--- src/logic/dma_pkg.sv ---
package dma_pkg;

	// AXI and datapath widths
	localparam int ID_BITS      = 4;
	localparam int ADDR_BITS    = 32;
	localparam int LEN_BITS     = 4;
	localparam int SIZE_BITS    = 3;
	localparam int DATA_BITS    = 32;
	localparam int STRB_BITS    = 4;
	localparam int BUF_WORDS    = 256;
	localparam int BUF_IDX_BITS = 8;

	localparam logic [ADDR_BITS-1:0] ADDR_DMASRC = 32'h3000_0100;
	localparam logic [ADDR_BITS-1:0] ADDR_DMADST = 32'h3000_0200;
	localparam logic [ADDR_BITS-1:0] ADDR_DMALEN = 32'h3000_0300;
	localparam logic [ADDR_BITS-1:0] ADDR_DMAEN  = 32'h3000_0400;
	localparam logic [ADDR_BITS-1:0] BUF_BASE    = 32'h3000_1000;
	localparam logic [ADDR_BITS-1:0] BUF_END     = BUF_BASE + BUF_WORDS * 4; // One past the window

	localparam logic [1:0] RESP_OKAY = 2'b00;

	typedef struct packed {
		logic [ID_BITS-1:0]   id;
		logic [ADDR_BITS-1:0] addr;
		logic [LEN_BITS-1:0]  len;
		logic [SIZE_BITS-1:0] size;
		logic [1:0]           burst;
	} axi_aw_t;

	typedef struct packed {
		logic [DATA_BITS-1:0] data;
		logic [STRB_BITS-1:0] strb; // Active low
		logic                 last;
	} axi_w_t;

	typedef struct packed {
		logic [ID_BITS-1:0] id;
		logic [1:0]         resp;
	} axi_b_t;

	typedef struct packed {
		logic        en;
		logic [31:0] src;
		logic [31:0] dst;
		logic [31:0] len;
	} dma_cfg_t;

	typedef struct packed {
		logic                    en;
		logic [BUF_IDX_BITS-1:0] idx;
		logic [DATA_BITS-1:0]    data;
		logic [STRB_BITS-1:0]    strb;
	} buf_wr_t;

	typedef struct packed {
		logic                 valid;
		logic [ADDR_BITS-1:0] addr;
		logic [DATA_BITS-1:0] data;
	} dst_wr_t;

	typedef enum logic [1:0] {IDLE, WRITE_ADDR, WRITE_DATA, WRITE_BACK} slave_state_e;

	typedef enum logic [1:0] {E_IDLE, E_READ, E_WRITE, E_DONE} engine_state_e;

endpackage
--- src/logic/dma_engine.sv ---
`timescale 1ns/1ps

module dma_engine (
	input  logic                               ACLK,
	input  logic                               ARESETn,
	input  dma_pkg::dma_cfg_t                  cfg,
	input  logic [dma_pkg::DATA_BITS-1:0]      rd_data,
	output logic [dma_pkg::BUF_IDX_BITS-1:0]   rd_idx,
	output dma_pkg::dst_wr_t                   dst_wr,
	output logic                               irq
);

	dma_pkg::engine_state_e state, state_nx;

	logic [dma_pkg::BUF_IDX_BITS-1:0] idx_q;
	logic [dma_pkg::ADDR_BITS-1:0]    addr_q;
	logic [31:0]                      len_q;
	logic [31:0]                      cnt_q;
	logic                             start;
	logic                             last_word;

	assign start     = (state == dma_pkg::E_IDLE) && cfg.en;
	assign last_word = (cnt_q + 32'd1 == len_q);

	always_ff @(posedge ACLK) begin
		if (!ARESETn) begin
			state <= dma_pkg::E_IDLE;
		end else begin
			state <= state_nx;
		end
	end

	always_comb begin
		case (state)
			dma_pkg::E_IDLE: begin
				if (!cfg.en) begin
					state_nx = dma_pkg::E_IDLE;
				end else if (cfg.len == '0) begin
					state_nx = dma_pkg::E_DONE; // Nothing to copy
				end else begin
					state_nx = dma_pkg::E_READ;
				end
			end
			dma_pkg::E_READ: begin
				state_nx = dma_pkg::E_WRITE;
			end
			dma_pkg::E_WRITE: begin
				state_nx = last_word ? dma_pkg::E_DONE : dma_pkg::E_READ;
			end
			dma_pkg::E_DONE: begin
				// Slave drops en at the end of this cycle
				state_nx = dma_pkg::E_IDLE;
			end
			default: begin
				state_nx = dma_pkg::E_IDLE;
			end
		endcase
	end

	always_ff @(posedge ACLK) begin
		if (!ARESETn) begin
			len_q <= '0;
			cnt_q <= '0;
		end else if (start) begin
			len_q <= cfg.len;
			cnt_q <= '0;
		end else if (state == dma_pkg::E_WRITE) begin
			cnt_q <= cnt_q + 32'd1;
		end
	end

	// Running buffer index and destination address
	always_ff @(posedge ACLK) begin
		if (start) begin
			idx_q  <= cfg.src[dma_pkg::BUF_IDX_BITS+1:2];
			addr_q <= cfg.dst;
		end else if (state == dma_pkg::E_WRITE) begin
			idx_q  <= idx_q + 1'b1; // Wraps at buffer end
			addr_q <= addr_q + 32'd4;
		end
	end

	assign rd_idx = idx_q;

	always_comb begin
		dst_wr.valid = (state == dma_pkg::E_WRITE);
		dst_wr.addr  = addr_q;
		dst_wr.data  = rd_data;
	end

	assign irq = (state == dma_pkg::E_DONE);

	// Writes only while words remain
	a_dst_in_len: assert property (@(posedge ACLK) disable iff (!ARESETn)
		dst_wr.valid |-> (cnt_q < len_q));

	a_cnt_bound: assert property (@(posedge ACLK) disable iff (!ARESETn)
		cnt_q <= len_q);

endmodule

--- config.mk ---
export PLATFORM = sky130hd
export DESIGN_NAME = dma_engine
export DESIGN_NICKNAME = d
export VERILOG_FILES = /design/src/logic/dma_pkg.sv /design/src/logic/dma_engine.sv
export SDC_FILE = /design/constraint.sdc
export NUM_CORES = 1
export LEC_CHECK = 0
export ABC_CLOCK_PERIOD_IN_PS = 7300
export BUFFER_PORTS_ARGS = -buffer_cell sky130_fd_sc_hd__buf_2
export CELL_PAD_IN_SITES_DETAIL_PLACEMENT = 1
export CELL_PAD_IN_SITES_GLOBAL_PLACEMENT = 2
export CORE_MARGIN = 4
export CORE_UTILIZATION = 31
export DETAILED_ROUTE_END_ITERATION = 16
export PLACE_DENSITY_LB_ADDON = 0.2
export SETUP_SLACK_MARGIN = 0.5
export SLEW_MARGIN = 20
export SYNTH_ARGS = -nofsm -noshare
export SYNTH_HDL_FRONTEND = slang
export SYNTH_SLANG_ARGS = --single-unit
--- constraint.sdc ---
create_clock -name ACLK -period 7.3 [get_ports ACLK]
set_clock_uncertainty 0.05 [all_clocks]
set_input_delay 0.365 -clock ACLK [delete_from_list [all_inputs] [get_ports ACLK]]
set_output_delay 0.365 -clock ACLK [all_outputs]
set_load 0.01 [all_outputs]
==> flow_summary_export.csv <==
group,metric,value,unit
outcome,status,"completed",
die,coreArea,19500,µm²
yosys,synth_top_cells_by_count,"nand2_1 (144), dfxtp_1 (66), xor2_1 (55), xnor2_1 (53), nor2_1 (49)",
sta,maxSlewViolCount,0,
clock_tree,post_cts_resized,0,
global_route,grt_max_degree,78,
clock_tree,clk_latency,360,ps
sta,setup_tns,0,ps
worst_setup_path,worstSetupEndpointType,"flip-flop",
yosys,synth-async-reset-ratio,0,
worst_setup_path,worstReg2RegEnd,"state[1]",
power_and_ir_drop,pwr_density_cell,202,nW/µm²
hold_path,hold_depth,3,
worst_setup_path,worstReg2RegStart,"cnt_q[0]",
global_route,grtUsageMet3,0.0283,
clock_tree,htree_levels,3,
cells_and_area,drive_gt1_frac,0.199,
route,viasPerCell,5.01,
yosys,netlist_instances,712,
place,detailed_place_hpwl,13.2,mm
yosys,synth_nets,846,
power_and_ir_drop,ir_drop,117,µV
hold_path,holdPathEnd,"rd_idx[1]",
worst_setup_path,required,7510,ps
clock_tree,clkSinkCount,106,
route,ant_nets,0,
worst_setup_path,cp-start-kind,"flip-flop",
sta,max_freq,0.320,GHz
cells_and_area,antenna_cells,0,
yosys,synth.area.top_cells,"dfxtp_1 (21%), edfxtp_1 (20%), nand2_1 (8.8%)",
global_route,grt_pass1_vias,5300,
yosys,synth_top_area_frac,0.215,
sta,maxSlewHeadroom,0.541,
route,dr.pass1.iters,4,
yosys,synth_warnings,0,
sta,period_needed,3120,ps
job,drv_cap,0,
clock_tree,cts_setup_buffers,0,
clock_tree,numCtsBuffers,9,
yosys,synth_most_common_cell,"nand2_1",
place,io_buffers,116,
global_route,use_met1,0.213,
hold_path,hold_start,"cfg[67]",
worst_setup_path,arrival,3340,ps
clock_tree,clock_path_buffers,2,
global_route,busiest_layer,"met2",
die,io-pin-count,205,
global_route,antenna_found_initial,1,
sta,setup_violations,0,
route,drt_wl_total,17.5,mm
die,start_util,0.315,
yosys,synth_edf_count,40,
die,die_h,149,µm
yosys,synth-xor-area-share,0.154,
clock_tree,cts-root-buf,"clkbuf_16",
clock_tree,clk_pin_slew,80,ps
yosys,yosysUniqueCellTypes,50,
yosys,synth_compound_area_frac,0.101,
hold_path,hold_class,"input port to flip-flop",
global_route,grt_overflow,0,
place,gp_congestion,0.791,
yosys,syn_avg_cell_area,8.65,µm²
route,wl_per_cell,16.7,µm
global_route,grt_pass1_wl,28.0,mm
yosys,muxShareOfSynthArea,0.00650,
global_route,grt_util_met2,0.258,
route,drtIter0Drc,193,
yosys,ys_seq_elements,106,
worst_setup_path,rrSetupSlack,4180,ps
cells_and_area,fin_nets,909,
yosys,ys.flop_type,"dfxtp_1",
cells_and_area,final_util,0.357,
sta,finalHoldViolCount,0,
yosys,netlist_area,6160,µm²
sta,rsz0062_at_grt,"false",
worst_setup_path,worstSetupPathType,"flip-flop to flip-flop",
sta,tightest_slew,688,ps
die,fp.dieW,149,µm
yosys,yosys.area_share.adder,0.00610,
yosys,yosys.area.top_type,"dfxtp_1",
worst_setup_path,path_max_fanout,9,
die,die-area,22200,µm²
sta,period_share,0.428,
route,route.detailed.drc,0,
global_route,grt_util_all_layers,0.157,
clock_tree,tritoncts,"yes",
yosys,synth-simple-area-share,0.256,
worst_setup_path,r2r_cells,8,
yosys,yosysSeqAreaShare,0.410,
power_and_ir_drop,power.leakage,2.54,nW
die,rows,51,
route,vias,5232,
yosys,synth_top_family_by_area,"simple AND/OR/NAND/NOR gates",
cells_and_area,area_growth,13.3,%
clock_tree,hold_buffers,0,
[where the power goes]
| part | switching (W) | leakage, nW | total [W] | internal (W) |
|---|---|---|---|---|
| clock | 0.000244 | 0.138 | 0.000482 | 0.000238 |
| combinational | 0.000128 | 1.48 | 0.000217 | 0.0000891 |
| sequential | 0.0000454 | 0.927 | 0.000713 | 0.000668 |
[through the flow]
step | cells | power (W) | hold WS [ps] | setup slack (ps) | cell area [µm²]
floorplan | 712 | 0.000865 | 393 | 4890 | 6160
global placement | 1029 | 0.000941 | 406 | 4350 | 6700
detailed placement | 1029 | 0.000950 | 412 | 4270 | 6700
CTS | 1045 | 0.00143 | 209 | 4220 | 6980
global route | 1045 | 0.00149 | 227 | 4050 | 6980
finish | 1045 | 0.00141 | 215 | 4180 | 6980
[cell type report]
type	count	area, µm²
flip-flops and latches	106	2520
fillers	2366	12500
clock buffers	9	225
clock inverters	7	56.3
multi-input cells	534	3220
repair buffers	120	611
inverters	4	15.0
well taps	265	332
[worst max-delay path: stages, from the launching register on]
cell     delay (ps)
dfxtp_1         450
ha_1            310
nand3_4         150
nor4_4          630
nand3_2         260
xnor2_1         240
nor4_1          490
nand4_1         190
o31ai_2         250
[logic make-up (layout without fill, tap and decap cells)]
group / count (synthesis) / count (layout)
AND/OR/NAND/NOR: 319 / 319
buffers and inverters: 72 / 140
XOR/XNOR: 108 / 108
AO/OA/AOI/OAI: 100 / 100
multiplexers: 4 / 4
flip-flops: 106 / 106
adder cells (fa/ha/maj): 3 / 3
[worst max path at each step]
stage,cells past startpoint,startpoint,slack [ps],to
after detailed placement,8,cnt_q[0],4270,state[1]
final,8,cnt_q[0],4180,state[1]
after CTS,8,cnt_q[0],4220,state[1]
after floorplan,8,cnt_q[0],4890,state[1]
after global routing,8,cnt_q[0],4050,state[1]
after global placement,8,cnt_q[0],4350,state[1]
[cells in the final DEF, fill, tap and decap left out, drive strengths merged, types with 8 or more instances in the layout]
| cell type | instances |
|---|---|
| dfxtp | 66 |
| nor3 | 13 |
| nand3 | 39 |
| and3 | 10 |
| xor2 | 55 |
| clkbuf | 9 |
| nor4 | 18 |
| nand2 | 145 |
| o21ai | 44 |
| a21boi | 32 |
| or3 | 8 |
| nor2 | 49 |
| nand4 | 21 |
| inv | 9 |
| xnor2 | 53 |
| a21oi | 12 |
| buf | 120 |
| edfxtp | 40 |
[flip-flops by register name, indices dropped and copies added, names as in the netlist]
signal / cells
addr_q: 32
cnt_q: 32
len_q: 32
rd_idx: 8
state: 2
[per-layer routing]
| metal | up-vias | part of all wire |
|---|---|---|
| met1 | 2522 | 0.48 |
| met3 | 27 | 0.053 |
| met2 | 141 | 0.45 |
| li1 | 2542 | - |
| met5 | - | 0 |
| met4 | 0 | 0.014 |
Power figures use the tool's default switching activity.
