[src/logic/dma_pkg.sv]
package dma_pkg;

	// AXI and datapath widths
	localparam int ID_BITS      = 4;
	localparam int ADDR_BITS    = 32;
	localparam int LEN_BITS     = 4;
	localparam int SIZE_BITS    = 3;
	localparam int DATA_BITS    = 32;
	localparam int STRB_BITS    = 4;
	localparam int BUF_WORDS    = 256;
	localparam int BUF_IDX_BITS = 8;

	localparam logic [ADDR_BITS-1:0] ADDR_DMASRC = 32'h3000_0100;
	localparam logic [ADDR_BITS-1:0] ADDR_DMADST = 32'h3000_0200;
	localparam logic [ADDR_BITS-1:0] ADDR_DMALEN = 32'h3000_0300;
	localparam logic [ADDR_BITS-1:0] ADDR_DMAEN  = 32'h3000_0400;
	localparam logic [ADDR_BITS-1:0] BUF_BASE    = 32'h3000_1000;
	localparam logic [ADDR_BITS-1:0] BUF_END     = BUF_BASE + BUF_WORDS * 4; // One past the window

	localparam logic [1:0] RESP_OKAY = 2'b00;

	typedef struct packed {
		logic [ID_BITS-1:0]   id;
		logic [ADDR_BITS-1:0] addr;
		logic [LEN_BITS-1:0]  len;
		logic [SIZE_BITS-1:0] size;
		logic [1:0]           burst;
	} axi_aw_t;

	typedef struct packed {
		logic [DATA_BITS-1:0] data;
		logic [STRB_BITS-1:0] strb; // Active low
		logic                 last;
	} axi_w_t;

	typedef struct packed {
		logic [ID_BITS-1:0] id;
		logic [1:0]         resp;
	} axi_b_t;

	typedef struct packed {
		logic        en;
		logic [31:0] src;
		logic [31:0] dst;
		logic [31:0] len;
	} dma_cfg_t;

	typedef struct packed {
		logic                    en;
		logic [BUF_IDX_BITS-1:0] idx;
		logic [DATA_BITS-1:0]    data;
		logic [STRB_BITS-1:0]    strb;
	} buf_wr_t;

	typedef struct packed {
		logic                 valid;
		logic [ADDR_BITS-1:0] addr;
		logic [DATA_BITS-1:0] data;
	} dst_wr_t;

	typedef enum logic [1:0] {IDLE, WRITE_ADDR, WRITE_DATA, WRITE_BACK} slave_state_e;

	typedef enum logic [1:0] {E_IDLE, E_READ, E_WRITE, E_DONE} engine_state_e;

endpackage
[src/logic/dma_cfg_slave.sv]
`timescale 1ns/1ps

module dma_cfg_slave (
	input  logic               ACLK,
	input  logic               ARESETn,
	input  dma_pkg::axi_aw_t   aw,
	input  logic               awvalid,
	output logic               awready,
	input  dma_pkg::axi_w_t    w,
	input  logic               wvalid,
	output logic               wready,
	output dma_pkg::axi_b_t    b,
	output logic               bvalid,
	input  logic               bready,
	input  logic               external_interrupt,
	output dma_pkg::dma_cfg_t  cfg,
	output dma_pkg::buf_wr_t   buf_wr
);

	dma_pkg::slave_state_e cs, ns;

	logic [dma_pkg::ID_BITS-1:0]   awid_q;
	logic [dma_pkg::ADDR_BITS-1:0] awaddr_q;
	logic [dma_pkg::LEN_BITS-1:0]  beat_cnt;
	logic [dma_pkg::ADDR_BITS-1:0] beat_off;
	logic [dma_pkg::ADDR_BITS-1:0] beat_addr;
	logic                          beat;
	logic                          full_strb;
	logic                          in_buf;

	always_ff @(posedge ACLK) begin
		if (!ARESETn) begin
			cs <= dma_pkg::IDLE;
		end else begin
			cs <= ns;
		end
	end

	always_comb begin
		case (cs)
			dma_pkg::IDLE: begin
				ns = awvalid ? dma_pkg::WRITE_ADDR : dma_pkg::IDLE;
			end
			dma_pkg::WRITE_ADDR: begin
				ns = (awvalid && awready) ? dma_pkg::WRITE_DATA : dma_pkg::WRITE_ADDR;
			end
			dma_pkg::WRITE_DATA: begin
				ns = (beat && w.last) ? dma_pkg::WRITE_BACK : dma_pkg::WRITE_DATA;
			end
			dma_pkg::WRITE_BACK: begin
				ns = (bvalid && bready) ? dma_pkg::IDLE : dma_pkg::WRITE_BACK;
			end
			default: begin
				ns = dma_pkg::IDLE;
			end
		endcase
	end

	assign awready = (cs == dma_pkg::WRITE_ADDR);
	assign wready  = (cs == dma_pkg::WRITE_DATA);
	assign bvalid  = (cs == dma_pkg::WRITE_BACK);
	assign beat    = wready && wvalid;

	always_ff @(posedge ACLK) begin
		if (awvalid && awready) begin
			awid_q   <= aw.id;
			awaddr_q <= aw.addr;
		end
	end

	always_ff @(posedge ACLK) begin
		if (!ARESETn) begin
			beat_cnt <= '0;
		end else if (cs != dma_pkg::WRITE_DATA) begin
			beat_cnt <= '0;
		end else if (beat) begin
			beat_cnt <= beat_cnt + 1'b1;
		end
	end

	// INCR addressing with 4-byte beats
	assign beat_off  = {{(dma_pkg::ADDR_BITS - dma_pkg::LEN_BITS - 2){1'b0}}, beat_cnt, 2'b00};
	assign beat_addr = awaddr_q + beat_off;
	assign full_strb = (w.strb == '0);
	assign in_buf    = (beat_addr >= dma_pkg::BUF_BASE) && (beat_addr < dma_pkg::BUF_END);

	always_comb begin
		b.id   = awid_q;
		b.resp = dma_pkg::RESP_OKAY;
	end

	always_comb begin
		buf_wr.en   = beat && in_buf;
		buf_wr.idx  = beat_addr[dma_pkg::BUF_IDX_BITS+1:2];
		buf_wr.data = w.data;
		buf_wr.strb = w.strb;
	end

	always_ff @(posedge ACLK) begin
		if (!ARESETn) begin
			cfg <= '0;
		end else begin
			if (beat && beat_addr == dma_pkg::ADDR_DMAEN) begin
				cfg.en <= full_strb && (w.data != '0);
			end else if (external_interrupt) begin
				cfg.en <= 1'b0; // Copy finished
			end
			if (beat) begin
				case (beat_addr)
					dma_pkg::ADDR_DMASRC: cfg.src <= full_strb ? w.data : '0;
					dma_pkg::ADDR_DMADST: cfg.dst <= full_strb ? w.data : '0;
					dma_pkg::ADDR_DMALEN: cfg.len <= full_strb ? w.data : '0;
					default: ;
				endcase
			end
		end
	end

	// Every data phase starts from beat zero
	a_beat_restart: assert property (@(posedge ACLK) disable iff (!ARESETn)
		$rose(wready) |-> (beat_cnt == '0));

	a_b_hold: assert property (@(posedge ACLK) disable iff (!ARESETn)
		bvalid && !bready |=> bvalid && $stable(b.id));

endmodule

[config.mk]
export PLATFORM = sky130hd
export DESIGN_NAME = dma_cfg_slave
export DESIGN_NICKNAME = d
export VERILOG_FILES = /design/src/logic/dma_pkg.sv /design/src/logic/dma_cfg_slave.sv
export SDC_FILE = /design/constraint.sdc
export NUM_CORES = 1
export LEC_CHECK = 0
export ABC_CLOCK_PERIOD_IN_PS = 3400
export BUFFER_PORTS_ARGS = -buffer_cell sky130_fd_sc_hd__buf_2
export CAP_MARGIN = 20
export CORE_ASPECT_RATIO = 1.1
export CORE_MARGIN = 3
export CORE_UTILIZATION = 36
export CTS_CLUSTER_DIAMETER = 60
export DETAILED_ROUTE_END_ITERATION = 16
export PLACE_DENSITY = 0.69
export SLEW_MARGIN = 20
export SYNTH_ARGS = -nofsm -noshare
export SYNTH_HDL_FRONTEND = slang
export SYNTH_SLANG_ARGS = --single-unit
export TNS_END_PERCENT = 20
[constraint.sdc]
create_clock -name ACLK -period 3.4 [get_ports ACLK]
set_input_delay 0.17 -clock ACLK [delete_from_list [all_inputs] [get_ports ACLK]]
set_output_delay 0.17 -clock ACLK [all_outputs]
set_load 0.03 [all_outputs]
==> key figures, run 1 <==
Status
  • Status: finished with violations
  • Failing checks: setup timing

Floorplanning
  • Die span in x: 131.4 um
  • DIE HEIGHT: about 140 um
  • Row count: 49
  • # IOs: approximately 240
  • Core Region: between 15000 and 20000 um2
  • Die ar.: 18900 um2
  • Initial Utilization: a little under two fifths

Synth
  • Register area share after synthesis: 50.50%
  • Mapped Avg Cell Area: around 10 um2
  • Post-synth EDFFs: 36
  • Warnings from Yosys: 0
  • Ys async rst share: 0%
  • Post-synth top flop: dfxtp_1
  • Synth Cell Area: 6223 um2
  • Cells after synthesis: roughly 600
  • Synth Register Bits: 139
  • Synth cell types: 49

Finish
  • P&R area growth vs syn: 41.29%
  • Layout cells sized above 1: a little under two fifths
  • Fillers: ~1500
  • Diodes inserted: 0
  • Final non-filler cell total: 1119
  • Final Net Count: slightly below 1000

Clocking
  • Clock Sink Count: 139
  • Deepest clock path buffer count: 2
  • Later-pin clock latency in the skew report: about 0.41 ns
  • CTS H-tree depth: 4
  • Root Driver: clkbuf_16
  • Worst-path clk slew: about 0.060 ns
  • CTS Buf Count: 17
  • CTS tree: built

Power and ir drop
  • Final total power: ~3.8 mW
  • Worst vdd ir: approximately 0.31 mV
  • Static leakage: around 4.4 nW
  • Pwr dens: approximately 430 nW/um2

Routing
  • Vias: roughly 5400
  • Detailed Route WL: around 19000 um
  • Initial drt markers: approximately 260
  • Drt via density: roughly 4.8
  • DRC violations left: 0
  • First-pass DRT Iterations: 4
  • Wirelength per Cell: about 17 um
  • Final ANT Viol Nets: 0

Timing
  • RSZ-0062 raised after global routing: yes
  • Min cycle time layout: roughly 3.7 ns
  • Clock skew: between 0.01 and 0.015 ns
  • Final Setup Violations: between 90 and 100
  • Final period utilization: 108.3%
  • Max Slew Vio Count: 0
  • Worst setup margin: -0.2806 ns
  • Slew @ Worst Pin: ~1.0 ns
  • Fmax: between 200 and 300 MHz
  • Total negative setup slack: -18.09 ns
  • Final hold vios: 0
  • Hold Slack: between 0.08 and 0.09 ns
  • Worst relative slew slack: between 30% and 40%

Global routing
  • All-Layer GR Usage: between 10% and 20%
  • Vias in the first global route: 5513
  • Largest net degree at the start of global routing: just over 100
  • GR Overflow Total: 0
  • Initial antenna violation count: 0
  • First-pass GRT wire length: 29470 um

Place
  • RD Place Congestion: about 0.83
  • Placed cell count: around 1000
  • Port Buf Inserts: 227
  • Dpl hpwl: between 10000 and 15000 um

Worst setup path
  • Worst setup SP type: register
  • Critical Path End Type: register
  • Worst setup path category: reg -> reg
  • Crit-path max FO: 8
  • CP Data Required Time: 3.69 ns
  • CP arrival: slightly below 4 ns

Hold path
  • Hold Path Class: in -> reg

Run
  • Max_cap viols: 0
==> metrics by stage <==
stage,utilization [%],instance area [um2],setup WS [ns]
final,52.73,8793,-0.2806
after global routing,52.73,8793,-0.3998
after CTS,52.10,8688,-0.2390
after detailed placement,45.19,7536,-0.2916
after global placement,45.19,7536,-0.2178
after floorplan,-,6284,0.01226
==> worst max-delay path: stages, from the launching register on <==
cell,delay (ns)
edfxtp_1,0.37
ha_4,0.15
inv_2,0.04
fa_2,0.33
nand2b_4,0.16
a211o_4,0.39
buf_8,0.16
buf_4,0.13
o21ai_1,0.13
nand4_1,0.14
a32oi_1,0.21
nand4_1,0.18
buf_4,0.18
or4b_4,0.64
clkbuf_16,0.23
mux2i_1,0.12
==> cell usage after synthesis (2+ instances only) <==
library cell | count | area share [%]
nor2_1 | 17 | 1.0
dfxtp_1 | 103 | 33
or3_1 | 8 | 0.80
a211o_1 | 2 | 0.28
xor2_1 | 6 | 0.84
buf_2 | 6 | 0.48
nand3_1 | 11 | 0.88
edfxtp_1 | 36 | 17
buf_1 | 2 | 0.12
and2_1 | 5 | 0.50
nand4_1 | 8 | 0.80
nor2b_1 | 7 | 0.70
nand3b_1 | 4 | 0.48
nand2_1 | 145 | 8.7
buf_6 | 6 | 1.1
xnor2_1 | 5 | 0.70
o31a_1 | 3 | 0.42
mux2i_1 | 101 | 16
a21oi_1 | 7 | 0.56
nor4_2 | 2 | 0.40
o21ai_0 | 8 | 0.64
buf_4 | 38 | 4.6
and4_1 | 2 | 0.28
and3_1 | 5 | 0.50
inv_1 | 11 | 0.66
nor4_1 | 16 | 1.6
a31oi_1 | 3 | 0.30
ha_1 | 5 | 1.0
clkbuf_1 | 17 | 1.0
o2111ai_1 | 2 | 0.28
or4b_1 | 2 | 0.32
or4_1 | 3 | 0.36
nor3_1 | 4 | 0.32
==> sequential cells by signal, summed over array words and instances, names as in the netlist <==
signal,count
cfg,97
cs,2
awid_q,4
awaddr_q,32
beat_cnt,4
==> report_power, final <==
part           total (mW)  switching [mW]  internal, mW  leakage (nW)
Sequential           1.73          0.0147          1.72          1.16
Clock                1.76           0.727          1.03         0.271
Combinational       0.295           0.181         0.114          2.93
Total                3.79           0.923          2.87          4.36
==> logic make-up (layout without fill, tap and decap cells) <==
group,after synthesis,in the layout,share of synthesized area (%)
adders and majority gates,6,6,1.327
muxes,101,101,16.24
AOI/OAI and AO/OA,34,34,3.961
other,1,2,0.06026
buffers and inverters,80,353,7.961
xor gates and xnor gates,11,11,1.548
DFF,139,139,50.50
and+or+nand+nor,244,244,18.40
==> placed cells by master (no fill, tap or decap), types with 3 or more instances in the layout <==
master / synthesis / routed
a21oi_1: 7 / 7
and2_1: 5 / 5
and3_1: 5 / 5
buf_12: 0 / 3
buf_16: 0 / 4
buf_2: 6 / 226
buf_4: 38 / 37
clkbuf_16: 0 / 18
clkinv_4: 0 / 4
dfxtp_1: 103 / 102
dlygate4sd3_1: 0 / 36
edfxtp_1: 36 / 36
ha_1: 5 / 4
inv_1: 11 / 10
mux2i_1: 101 / 101
nand2_1: 145 / 145
nand3_1: 11 / 11
nand3b_1: 4 / 4
nand4_1: 8 / 8
nor2_1: 17 / 15
nor2b_1: 7 / 7
nor3_1: 4 / 3
nor4_1: 16 / 13
nor4_4: 0 / 3
o21ai_0: 8 / 6
o31a_1: 3 / 3
or3_1: 8 / 7
xnor2_1: 5 / 5
xor2_1: 6 / 6
==> per-layer routing <==
metal  up-vias  track usage (%)  routed length, um
li1       2633                -                  -
met1      2573            23.98               8223
met2       175            35.43               9742
met3        15            5.217               1135
met4         0            4.478                208
met5         -                0                  0
==> cell type report <==
class	count	area, um2	share of cell area, %
sequential	139	3144	35.76
multi-input combinational	398	2759	31.37
timing repair buffer	310	2002	22.77
clock buffer	20	446.7	5.080
tap	229	286.5	3.258
clock inverter	12	113.9	1.295
inverter	11	41.29	0.4696
==> what timing repair did <==
item	in CTS	in global routing
pin swaps	6	14
buffers inserted	4	2
gates cloned	4	1
resized for setup	22	14
setup endpoints to repair	97	98
hold endpoints to repair	36	0
hold buffers	36	0
==> worst paths after layout <==
path / endpoint / slack, ns / start / cells past startpoint
worst max-delay path: cfg[29]$_SDFFE_PN0P_ / -0.28 / awaddr_q[2]$_DFFE_PP_ / 15
worst max register to register: cfg[29]$_SDFFE_PN0P_ / -0.28 / awaddr_q[2]$_DFFE_PP_ / 15
worst min register to register: cfg[29]$_SDFFE_PN0P_ / 0.45 / cfg[29]$_SDFFE_PN0P_ / 2
worst min-delay path: cfg[84]$_SDFFE_PN0P_ / 0.08 / w[25] / 3
Power figures use the tool's default switching activity.
==> inputs of run 2 (changes only) <==
--- a/config.mk
+++ b/config.mk
@@ -14,7 +14,7 @@
 export CTS_CLUSTER_DIAMETER = 60
 export DETAILED_ROUTE_END_ITERATION = 16
 export PLACE_DENSITY = 0.69
-export SLEW_MARGIN = 20
+export SKIP_LAST_GASP = 1
 export SYNTH_ARGS = -nofsm -noshare
 export SYNTH_HDL_FRONTEND = slang
 export SYNTH_SLANG_ARGS = --single-unit
==> key figures, run 2 (synthesis gave the netlist of run 1 again) <==
Place
  • Cell Area, Placed: 7536 um2 (unchanged)
  • Dpl hpwl: 12500 um (unchanged)
  • Dpl ws: -0.2916 ns (unchanged)
  • Port Buf Inserts: 227 (unchanged)
  • RD Place Congestion: 0.8338 (unchanged)

Timing
  • Clock skew: 0.01125 ns (-0.0003429 ns)
  • Final hold vios: 0 (unchanged)
  • Final Setup Violations: 97 (unchanged)
  • Worst relative slew slack: 31.87% (-0.35 points)
  • RSZ-0062 raised after global routing: yes
  • Max Slew Vio Count: 0 (unchanged)
  • Slew @ Worst Pin: 1.022 ns (+0.005218 ns)
  • Final period utilization: 108.3% (about the same)
  • Worst setup margin: -0.2806 ns (-0.00006600 ns)
  • Min cycle time layout: 3.681 ns (+0.00006600 ns)
  • Hold Slack: 0.08365 ns (-0.00001900 ns)
  • Fmax: 271.7 MHz (about the same)

Status
  • Failing checks: setup timing
  • Status: finished with violations

Power and ir drop
  • Worst vdd ir: 0.3078 mV (about the same)
  • Pwr dens: 431.1 nW/um2 (about the same)
  • Final total power: 3.789 mW (about the same)
  • Static leakage: 4.358 nW (about the same)

Global routing
  • Largest net degree at the start of global routing: 101 (unchanged)
  • M3 GR Usage: 5.217% (unchanged)
  • M1 GR Usage: 23.98% (unchanged)
  • GR peak layer: met2
  • GR Overflow Total: 0 (unchanged)
  • First-pass GRT wire length: 29470 um (unchanged)
  • Initial antenna violation count: 0 (unchanged)
  • Vias in the first global route: 5513 (unchanged)
  • Met2 GRT Util: 35.43% (unchanged)
  • All-Layer GR Usage: 19.73% (unchanged)

Floorplanning
  • Die span in x: 131.4 um (unchanged)
  • # IOs: 239 (unchanged)
  • Die ar.: 18900 um2 (unchanged)
  • DIE HEIGHT: 143.9 um (unchanged)
  • Row count: 49 (unchanged)
  • Initial Utilization: 37.32% (unchanged)
  • Core Region: 16680 um2 (unchanged)

Routing
  • Vias: 5417 (+0.39%)
  • Initial drt markers: 263 (+1.9%)
  • Wirelength per Cell: 17.26 um (unchanged)
  • DRC violations left: 0 (unchanged)
  • Detailed Route WL: 19310 um (unchanged)
  • Drt via density: 4.841 (+0.39%)
  • Final ANT Viol Nets: 0 (unchanged)
  • First-pass DRT Iterations: 4 (unchanged)

Finish
  • Fin area: 8790 um2 (about the same)
  • Fillers: 1512 (unchanged)
  • Top flop regs: cfg: 97 flops, awaddr_q: 32 flops
  • Most frequent cells in the layout: buf_2 (226), nand2_1 (145), dfxtp_1 (102), mux2i_1 (101), buf_4 (38)
  • Flip-flop and latch area: 3144 um2 (unchanged)
  • Multi-input gate area: 2759 um2 (unchanged)
  • Diodes inserted: 0 (unchanged)
  • P&R area growth vs syn: 41.23% (about the same)
  • Commonest non-fill, non-tap cell in the layout: buf_2
  • Final Net Count: 971 (unchanged)
  • Largest Register: cfg
  • Layout cells sized above 1: 37.30% (unchanged)
  • Max FFs per register: 97 (unchanged)

Worst setup path
  • Critical Path End Type: register
  • CP top delay family: simple AND/OR/NAND/NOR gates
  • Reg2reg start: awaddr_q[2]$_DFFE_PP_
  • Critical-path top delay cell: or4b_4
  • CP bufs+invs: 5 (unchanged)
  • Critical Path Stages: 15 (unchanged)
  • R2R Path End: cfg[29]$_SDFFE_PN0P_
  • CP Data Required Time: 3.69 ns (about the same)
  • R2R cell count: 15 (unchanged)
  • Critical Path Max Stage Delay: 0.64 ns (about the same)
  • R2r setup slk: -0.28 ns (about the same)
  • Crit-path cells: ha_4 -> inv_2 -> fa_2 -> nand2b_4 -> a211o_4 -> buf_8 -> buf_4 -> o21ai_1 -> nand4_1 -> a32oi_1 -> nand4_1 -> buf_4 -> or4b_4 -> clkbuf_16 -> mux2i_1
  • CP arrival: 3.97 ns (about the same)
  • Worst setup SP type: register
  • Worst setup path category: reg -> reg
  • Crit-path max FO: 8 (unchanged)

Clocking
  • CTS tree: built
  • Worst-path clk slew: 0.06 ns (about the same)
  • Root Driver: clkbuf_16
  • Clock Sink Count: 139 (unchanged)
  • Deepest clock path buffer count: 2 (unchanged)
  • CTS H-tree depth: 4 (unchanged)
  • Later-pin clock latency in the skew report: 0.41 ns (about the same)
  • CTS Buf Count: 17 (unchanged)

Hold path
  • Hold-critical path depth: 3 (unchanged)
  • Hold Path Class: in -> reg
  • Hold endpoint: cfg[84]$_SDFFE_PN0P_
  • HP Start: w[25]

Run
  • Max_cap viols: 0 (unchanged)
## run 2: cell count changes in the layout (fill, tap and decap cells not counted)
cell and delta:
buf_4 +1, buf_6 -1
## run 2: repair_timing
item,CTS,global route
endpoints found under the hold margin,36,0
cloned,4,1
buffers inserted,4,2
hold buffers,36,0
pin swaps,6,13
gates resized for setup,21,14
setup endpoints to repair,97,98
## run 2: worst max-delay path by stage
stage                          startpoint                   end  slack (ns)
finish              awaddr_q[2]$_DFFE_PP_  cfg[29]$_SDFFE_PN0P_       -0.28
global route        awaddr_q[2]$_DFFE_PP_  cfg[29]$_SDFFE_PN0P_       -0.40
CTS                 awaddr_q[2]$_DFFE_PP_  cfg[29]$_SDFFE_PN0P_       -0.24
detailed placement  awaddr_q[2]$_DFFE_PP_  cfg[19]$_SDFFE_PN0P_       -0.29
global placement    awaddr_q[2]$_DFFE_PP_  cfg[19]$_SDFFE_PN0P_       -0.22
floorplan           awaddr_q[2]$_DFFE_PP_   cfg[0]$_SDFFE_PN0P_        0.01
## run 2: final cells by class
type                       count  area share, %
sequential                   139          35.77
timing repair buffer         310          22.73
clock buffer                  20          5.082
inverter                      11         0.4698
multi-input combinational    398          31.39
tap                          229          3.260
clock inverter                12          1.295
## run 2: stage by stage
step	TNS (ns)	util [%]	std cells
6_report	-20.28	52.71	1119
3_3_place_gp	-18.22	45.19	1040
2_1_floorplan	0	-	617
3_5_place_dp	-23.80	45.19	1040
4_1_cts	-17.63	52.08	1116
5_1_grt	-32.80	52.71	1119
## run 2: tightest hold or removal path, stage by stage
cell and delay, ns:
buf_2 0.11, nand2_1 0.09, mux2i_1 0.07
## run 2: power breakdown
group / switching (mW) / internal, mW
Clock: 0.727 / 1.03
Combinational: 0.181 / 0.114
Sequential: 0.0147 / 1.72
Total: 0.923 / 2.87
## run 2: routing by layer
| metal | vias up | share of wire (%) |
|---|---|---|
| met1 | 2577 | 42 |
| met4 | 0 | 1.1 |
| met2 | 192 | 50 |
| met3 | 15 | 6.1 |
| li1 | 2633 | - |
| met5 | - | 0 |
==> inputs of run 3 (changes only) <==
--- a/config.mk
+++ b/config.mk
@@ -11,6 +11,7 @@
 export CORE_ASPECT_RATIO = 1.1
 export CORE_MARGIN = 3
 export CORE_UTILIZATION = 36
+export CTS_BUF_LIST = sky130_fd_sc_hd__clkbuf_16
 export CTS_CLUSTER_DIAMETER = 60
 export DETAILED_ROUTE_END_ITERATION = 16
 export PLACE_DENSITY = 0.69
==> key figures, run 3 (synthesis gave the netlist of run 1 again) <==
Floorplanning
  • Die ar.: 18900 um2 (unchanged)
  • Die span in x: 131.4 um (unchanged)
  • Row count: 49 (unchanged)
  • Initial Utilization: 37.32% (unchanged)
  • DIE HEIGHT: 143.9 um (unchanged)
  • # IOs: 239 (unchanged)
  • Core Region: 16680 um2 (unchanged)

Status
  • Failing checks: setup timing
  • Status: finished with violations

Timing
  • Max Slew Vio Count: 0 (unchanged)
  • Final hold vios: 0 (unchanged)
  • Final Setup Violations: 97 (unchanged)
  • Fmax: 271.7 MHz (about the same)
  • Clock skew: 0.01289 ns (+0.001642 ns)
  • Min cycle time layout: 3.680 ns (-0.0002540 ns)
  • RSZ-0062 raised after global routing: yes
  • Slew @ Worst Pin: 1.016 ns (-0.005746 ns)
  • Worst setup margin: -0.2804 ns (+0.0002540 ns)
  • Final period utilization: 108.2% (about the same)
  • Hold Slack: 0.08301 ns (-0.0006420 ns)
  • Worst relative slew slack: 32.25% (+0.38 points)
  • Total negative setup slack: -20.22 ns (+0.06580 ns)

Global routing
  • Vias in the first global route: 5510 (-0.054%)
  • Initial antenna violation count: 0 (unchanged)
  • GR Overflow Total: 0 (unchanged)
  • Largest net degree at the start of global routing: 101 (unchanged)
  • All-Layer GR Usage: 19.73% (unchanged)
  • First-pass GRT wire length: 29470 um (unchanged)

Hold path
  • Hold endpoint: cfg[84]$_SDFFE_PN0P_
  • Hold-critical path depth: 3 (unchanged)
  • HP Start: w[25]
  • Hold Path Class: in -> reg

Finish
  • Fin area: 8780 um2 (-0.11%)
  • Max FFs per register: 97 (unchanged)
  • Largest Register: cfg
  • Flip-flop and latch area: 3144 um2 (unchanged)
  • Final core occ: 52.65% (-0.060 points)
  • Most frequent cells in the layout: buf_2 (226), nand2_1 (145), dfxtp_1 (102), mux2i_1 (101), buf_4 (38)
  • Layout cells sized above 1: 37.19% (-0.11 points)
  • Diodes inserted: 0 (unchanged)
  • Final Net Count: 971 (unchanged)
  • Top flop regs: cfg: 97 flops, awaddr_q: 32 flops
  • Commonest non-fill, non-tap cell in the layout: buf_2
  • P&R area growth vs syn: 41.07%
  • Multi-input gate area: 2759 um2 (unchanged)
  • Fillers: 1514 (+0.13%)

Worst setup path
  • R2r setup slk: -0.28 ns (about the same)
  • CP arrival: 3.97 ns (about the same)
  • Worst setup path category: reg -> reg
  • Critical Path Max Stage Delay: 0.64 ns (about the same)
  • CP Data Required Time: 3.69 ns (about the same)
  • Critical-path top delay cell: or4b_4
  • Crit-path cells: ha_4 -> inv_2 -> fa_2 -> nand2b_4 -> a211o_4 -> buf_8 -> buf_4 -> o21ai_1 -> nand4_1 -> a32oi_1 -> nand4_1 -> buf_4 -> or4b_4 -> clkbuf_16 -> mux2i_1
  • R2R cell count: 15 (unchanged)
  • Crit-path max FO: 8 (unchanged)
  • Reg2reg start: awaddr_q[2]$_DFFE_PP_
  • R2R Path End: cfg[29]$_SDFFE_PN0P_
  • Critical Path End Type: register
  • Worst setup SP type: register

Routing
  • Final ANT Viol Nets: 0 (unchanged)
  • Met2 WL post-DR: 9693 um (-0.50%)
  • Vias: 5412 (-0.092%)
  • Drt via density: 4.836 (about the same)
  • Initial drt markers: 285 (+8.4%)
  • First-pass DRT Iterations: 4 (unchanged)
  • DRC violations left: 0 (unchanged)
  • Detailed Route WL: 19240 um (-0.35%)
  • DR WL met3: 1297 um (+9.6%)
  • DR top layer: met4
  • Wirelength per Cell: 17.20 um (-0.35%)
  • DRT met1 WL: 8029 um (-1.8%)

Place
  • Dpl hpwl: 12500 um (unchanged)
  • Cell Area, Placed: 7536 um2 (unchanged)
  • Dpl ws: -0.2916 ns (unchanged)
  • RD Place Congestion: 0.8338 (unchanged)
  • Port Buf Inserts: 227 (unchanged)

Clocking
  • Deepest clock path buffer count: 2 (unchanged)
  • CTS H-tree depth: 4 (unchanged)
  • CTS Buf Count: 17 (unchanged)
  • Later-pin clock latency in the skew report: 0.41 ns (about the same)
  • CTS tree: built
  • Clock Sink Count: 139 (unchanged)
  • Worst-path clk slew: 0.06 ns (about the same)
  • Root Driver: clkbuf_16

Run
  • Max_cap viols: 0 (unchanged)

Power and ir drop
  • Pwr dens: 428.0 nW/um2 (-0.72%)
  • Static leakage: 4.360 nW (about the same)
  • Worst vdd ir: 0.3073 mV (-0.18%)
-- run 3: cell types whose count changed in the layout (fill, tap and decap cells not counted), sizes merged --
| cell | previous run | this run |
|---|---|---|
| inv | 14 | 16 |
| clkinv | 6 | 7 |
| clkbuf | 21 | 18 |
-- run 3: worst max-delay path: cells and delay by family, from the launching register on --
kind,cells,cell delay [ns]
AND/OR/NAND/NOR,4,1.12
AO/OA/AOI/OAI,3,0.73
flip-flops,1,0.37
multiplexers,1,0.12
adder cells (fa/ha/maj),2,0.48
buffers and inverters,5,0.74
-- run 3: worst max path at each step --
stage                     startpoint                    to  slack [ns]  cells after the start
4_1_cts        awaddr_q[2]$_DFFE_PP_  cfg[29]$_SDFFE_PN0P_       -0.24                     15
2_1_floorplan  awaddr_q[2]$_DFFE_PP_   cfg[0]$_SDFFE_PN0P_        0.01                     14
3_3_place_gp   awaddr_q[2]$_DFFE_PP_  cfg[19]$_SDFFE_PN0P_       -0.22                     12
6_report       awaddr_q[2]$_DFFE_PP_  cfg[29]$_SDFFE_PN0P_       -0.28                     15
3_5_place_dp   awaddr_q[2]$_DFFE_PP_  cfg[19]$_SDFFE_PN0P_       -0.29                     13
5_1_grt        awaddr_q[2]$_DFFE_PP_  cfg[29]$_SDFFE_PN0P_       -0.40                     13
-- run 3: what timing repair did --
| item | in CTS | in global routing |
|---|---|---|
| hold buffers | 36 | 0 |
| pin swaps | 6 | 13 |
| gates resized for setup | 21 | 14 |
| hold endpoints to repair | 36 | 0 |
| gates cloned | 4 | 1 |
| endpoints found under the setup margin | 97 | 98 |
| setup buffers | 4 | 2 |
-- run 3: cell type report --
type	instances	share of cell area [%]
Clock buffer	17	4.845
Clock inverter	15	1.425
Inverter	11	0.4703
Multi-Input combinational cell	398	31.42
Sequential cell	139	35.81
Tap cell	229	3.264
Timing Repair Buffer	310	22.76
-- run 3: metrics by stage --
stage,power (mW),instances
after floorplan,1.933,617
after global placement,2.020,1040
after detailed placement,2.022,1040
after CTS,3.788,1116
after global routing,3.884,1119
final,3.758,1119
-- run 3: power breakdown --
group          internal (mW)  switching (mW)  leakage, nW  total, mW
registers               1.72          0.0147         1.16       1.73
clock network           1.00           0.725        0.274       1.73
logic                  0.114           0.180         2.93      0.295
total                   2.84           0.920         4.36       3.76
-- run 3: per-layer routing --
| metal | vias up | track usage (%) |
|---|---|---|
| li1 | 2633 | - |
| met3 | 18 | 5.217 |
| met1 | 2562 | 23.98 |
| met4 | 0 | 4.478 |
| met2 | 199 | 35.43 |
| met5 | - | 0 |
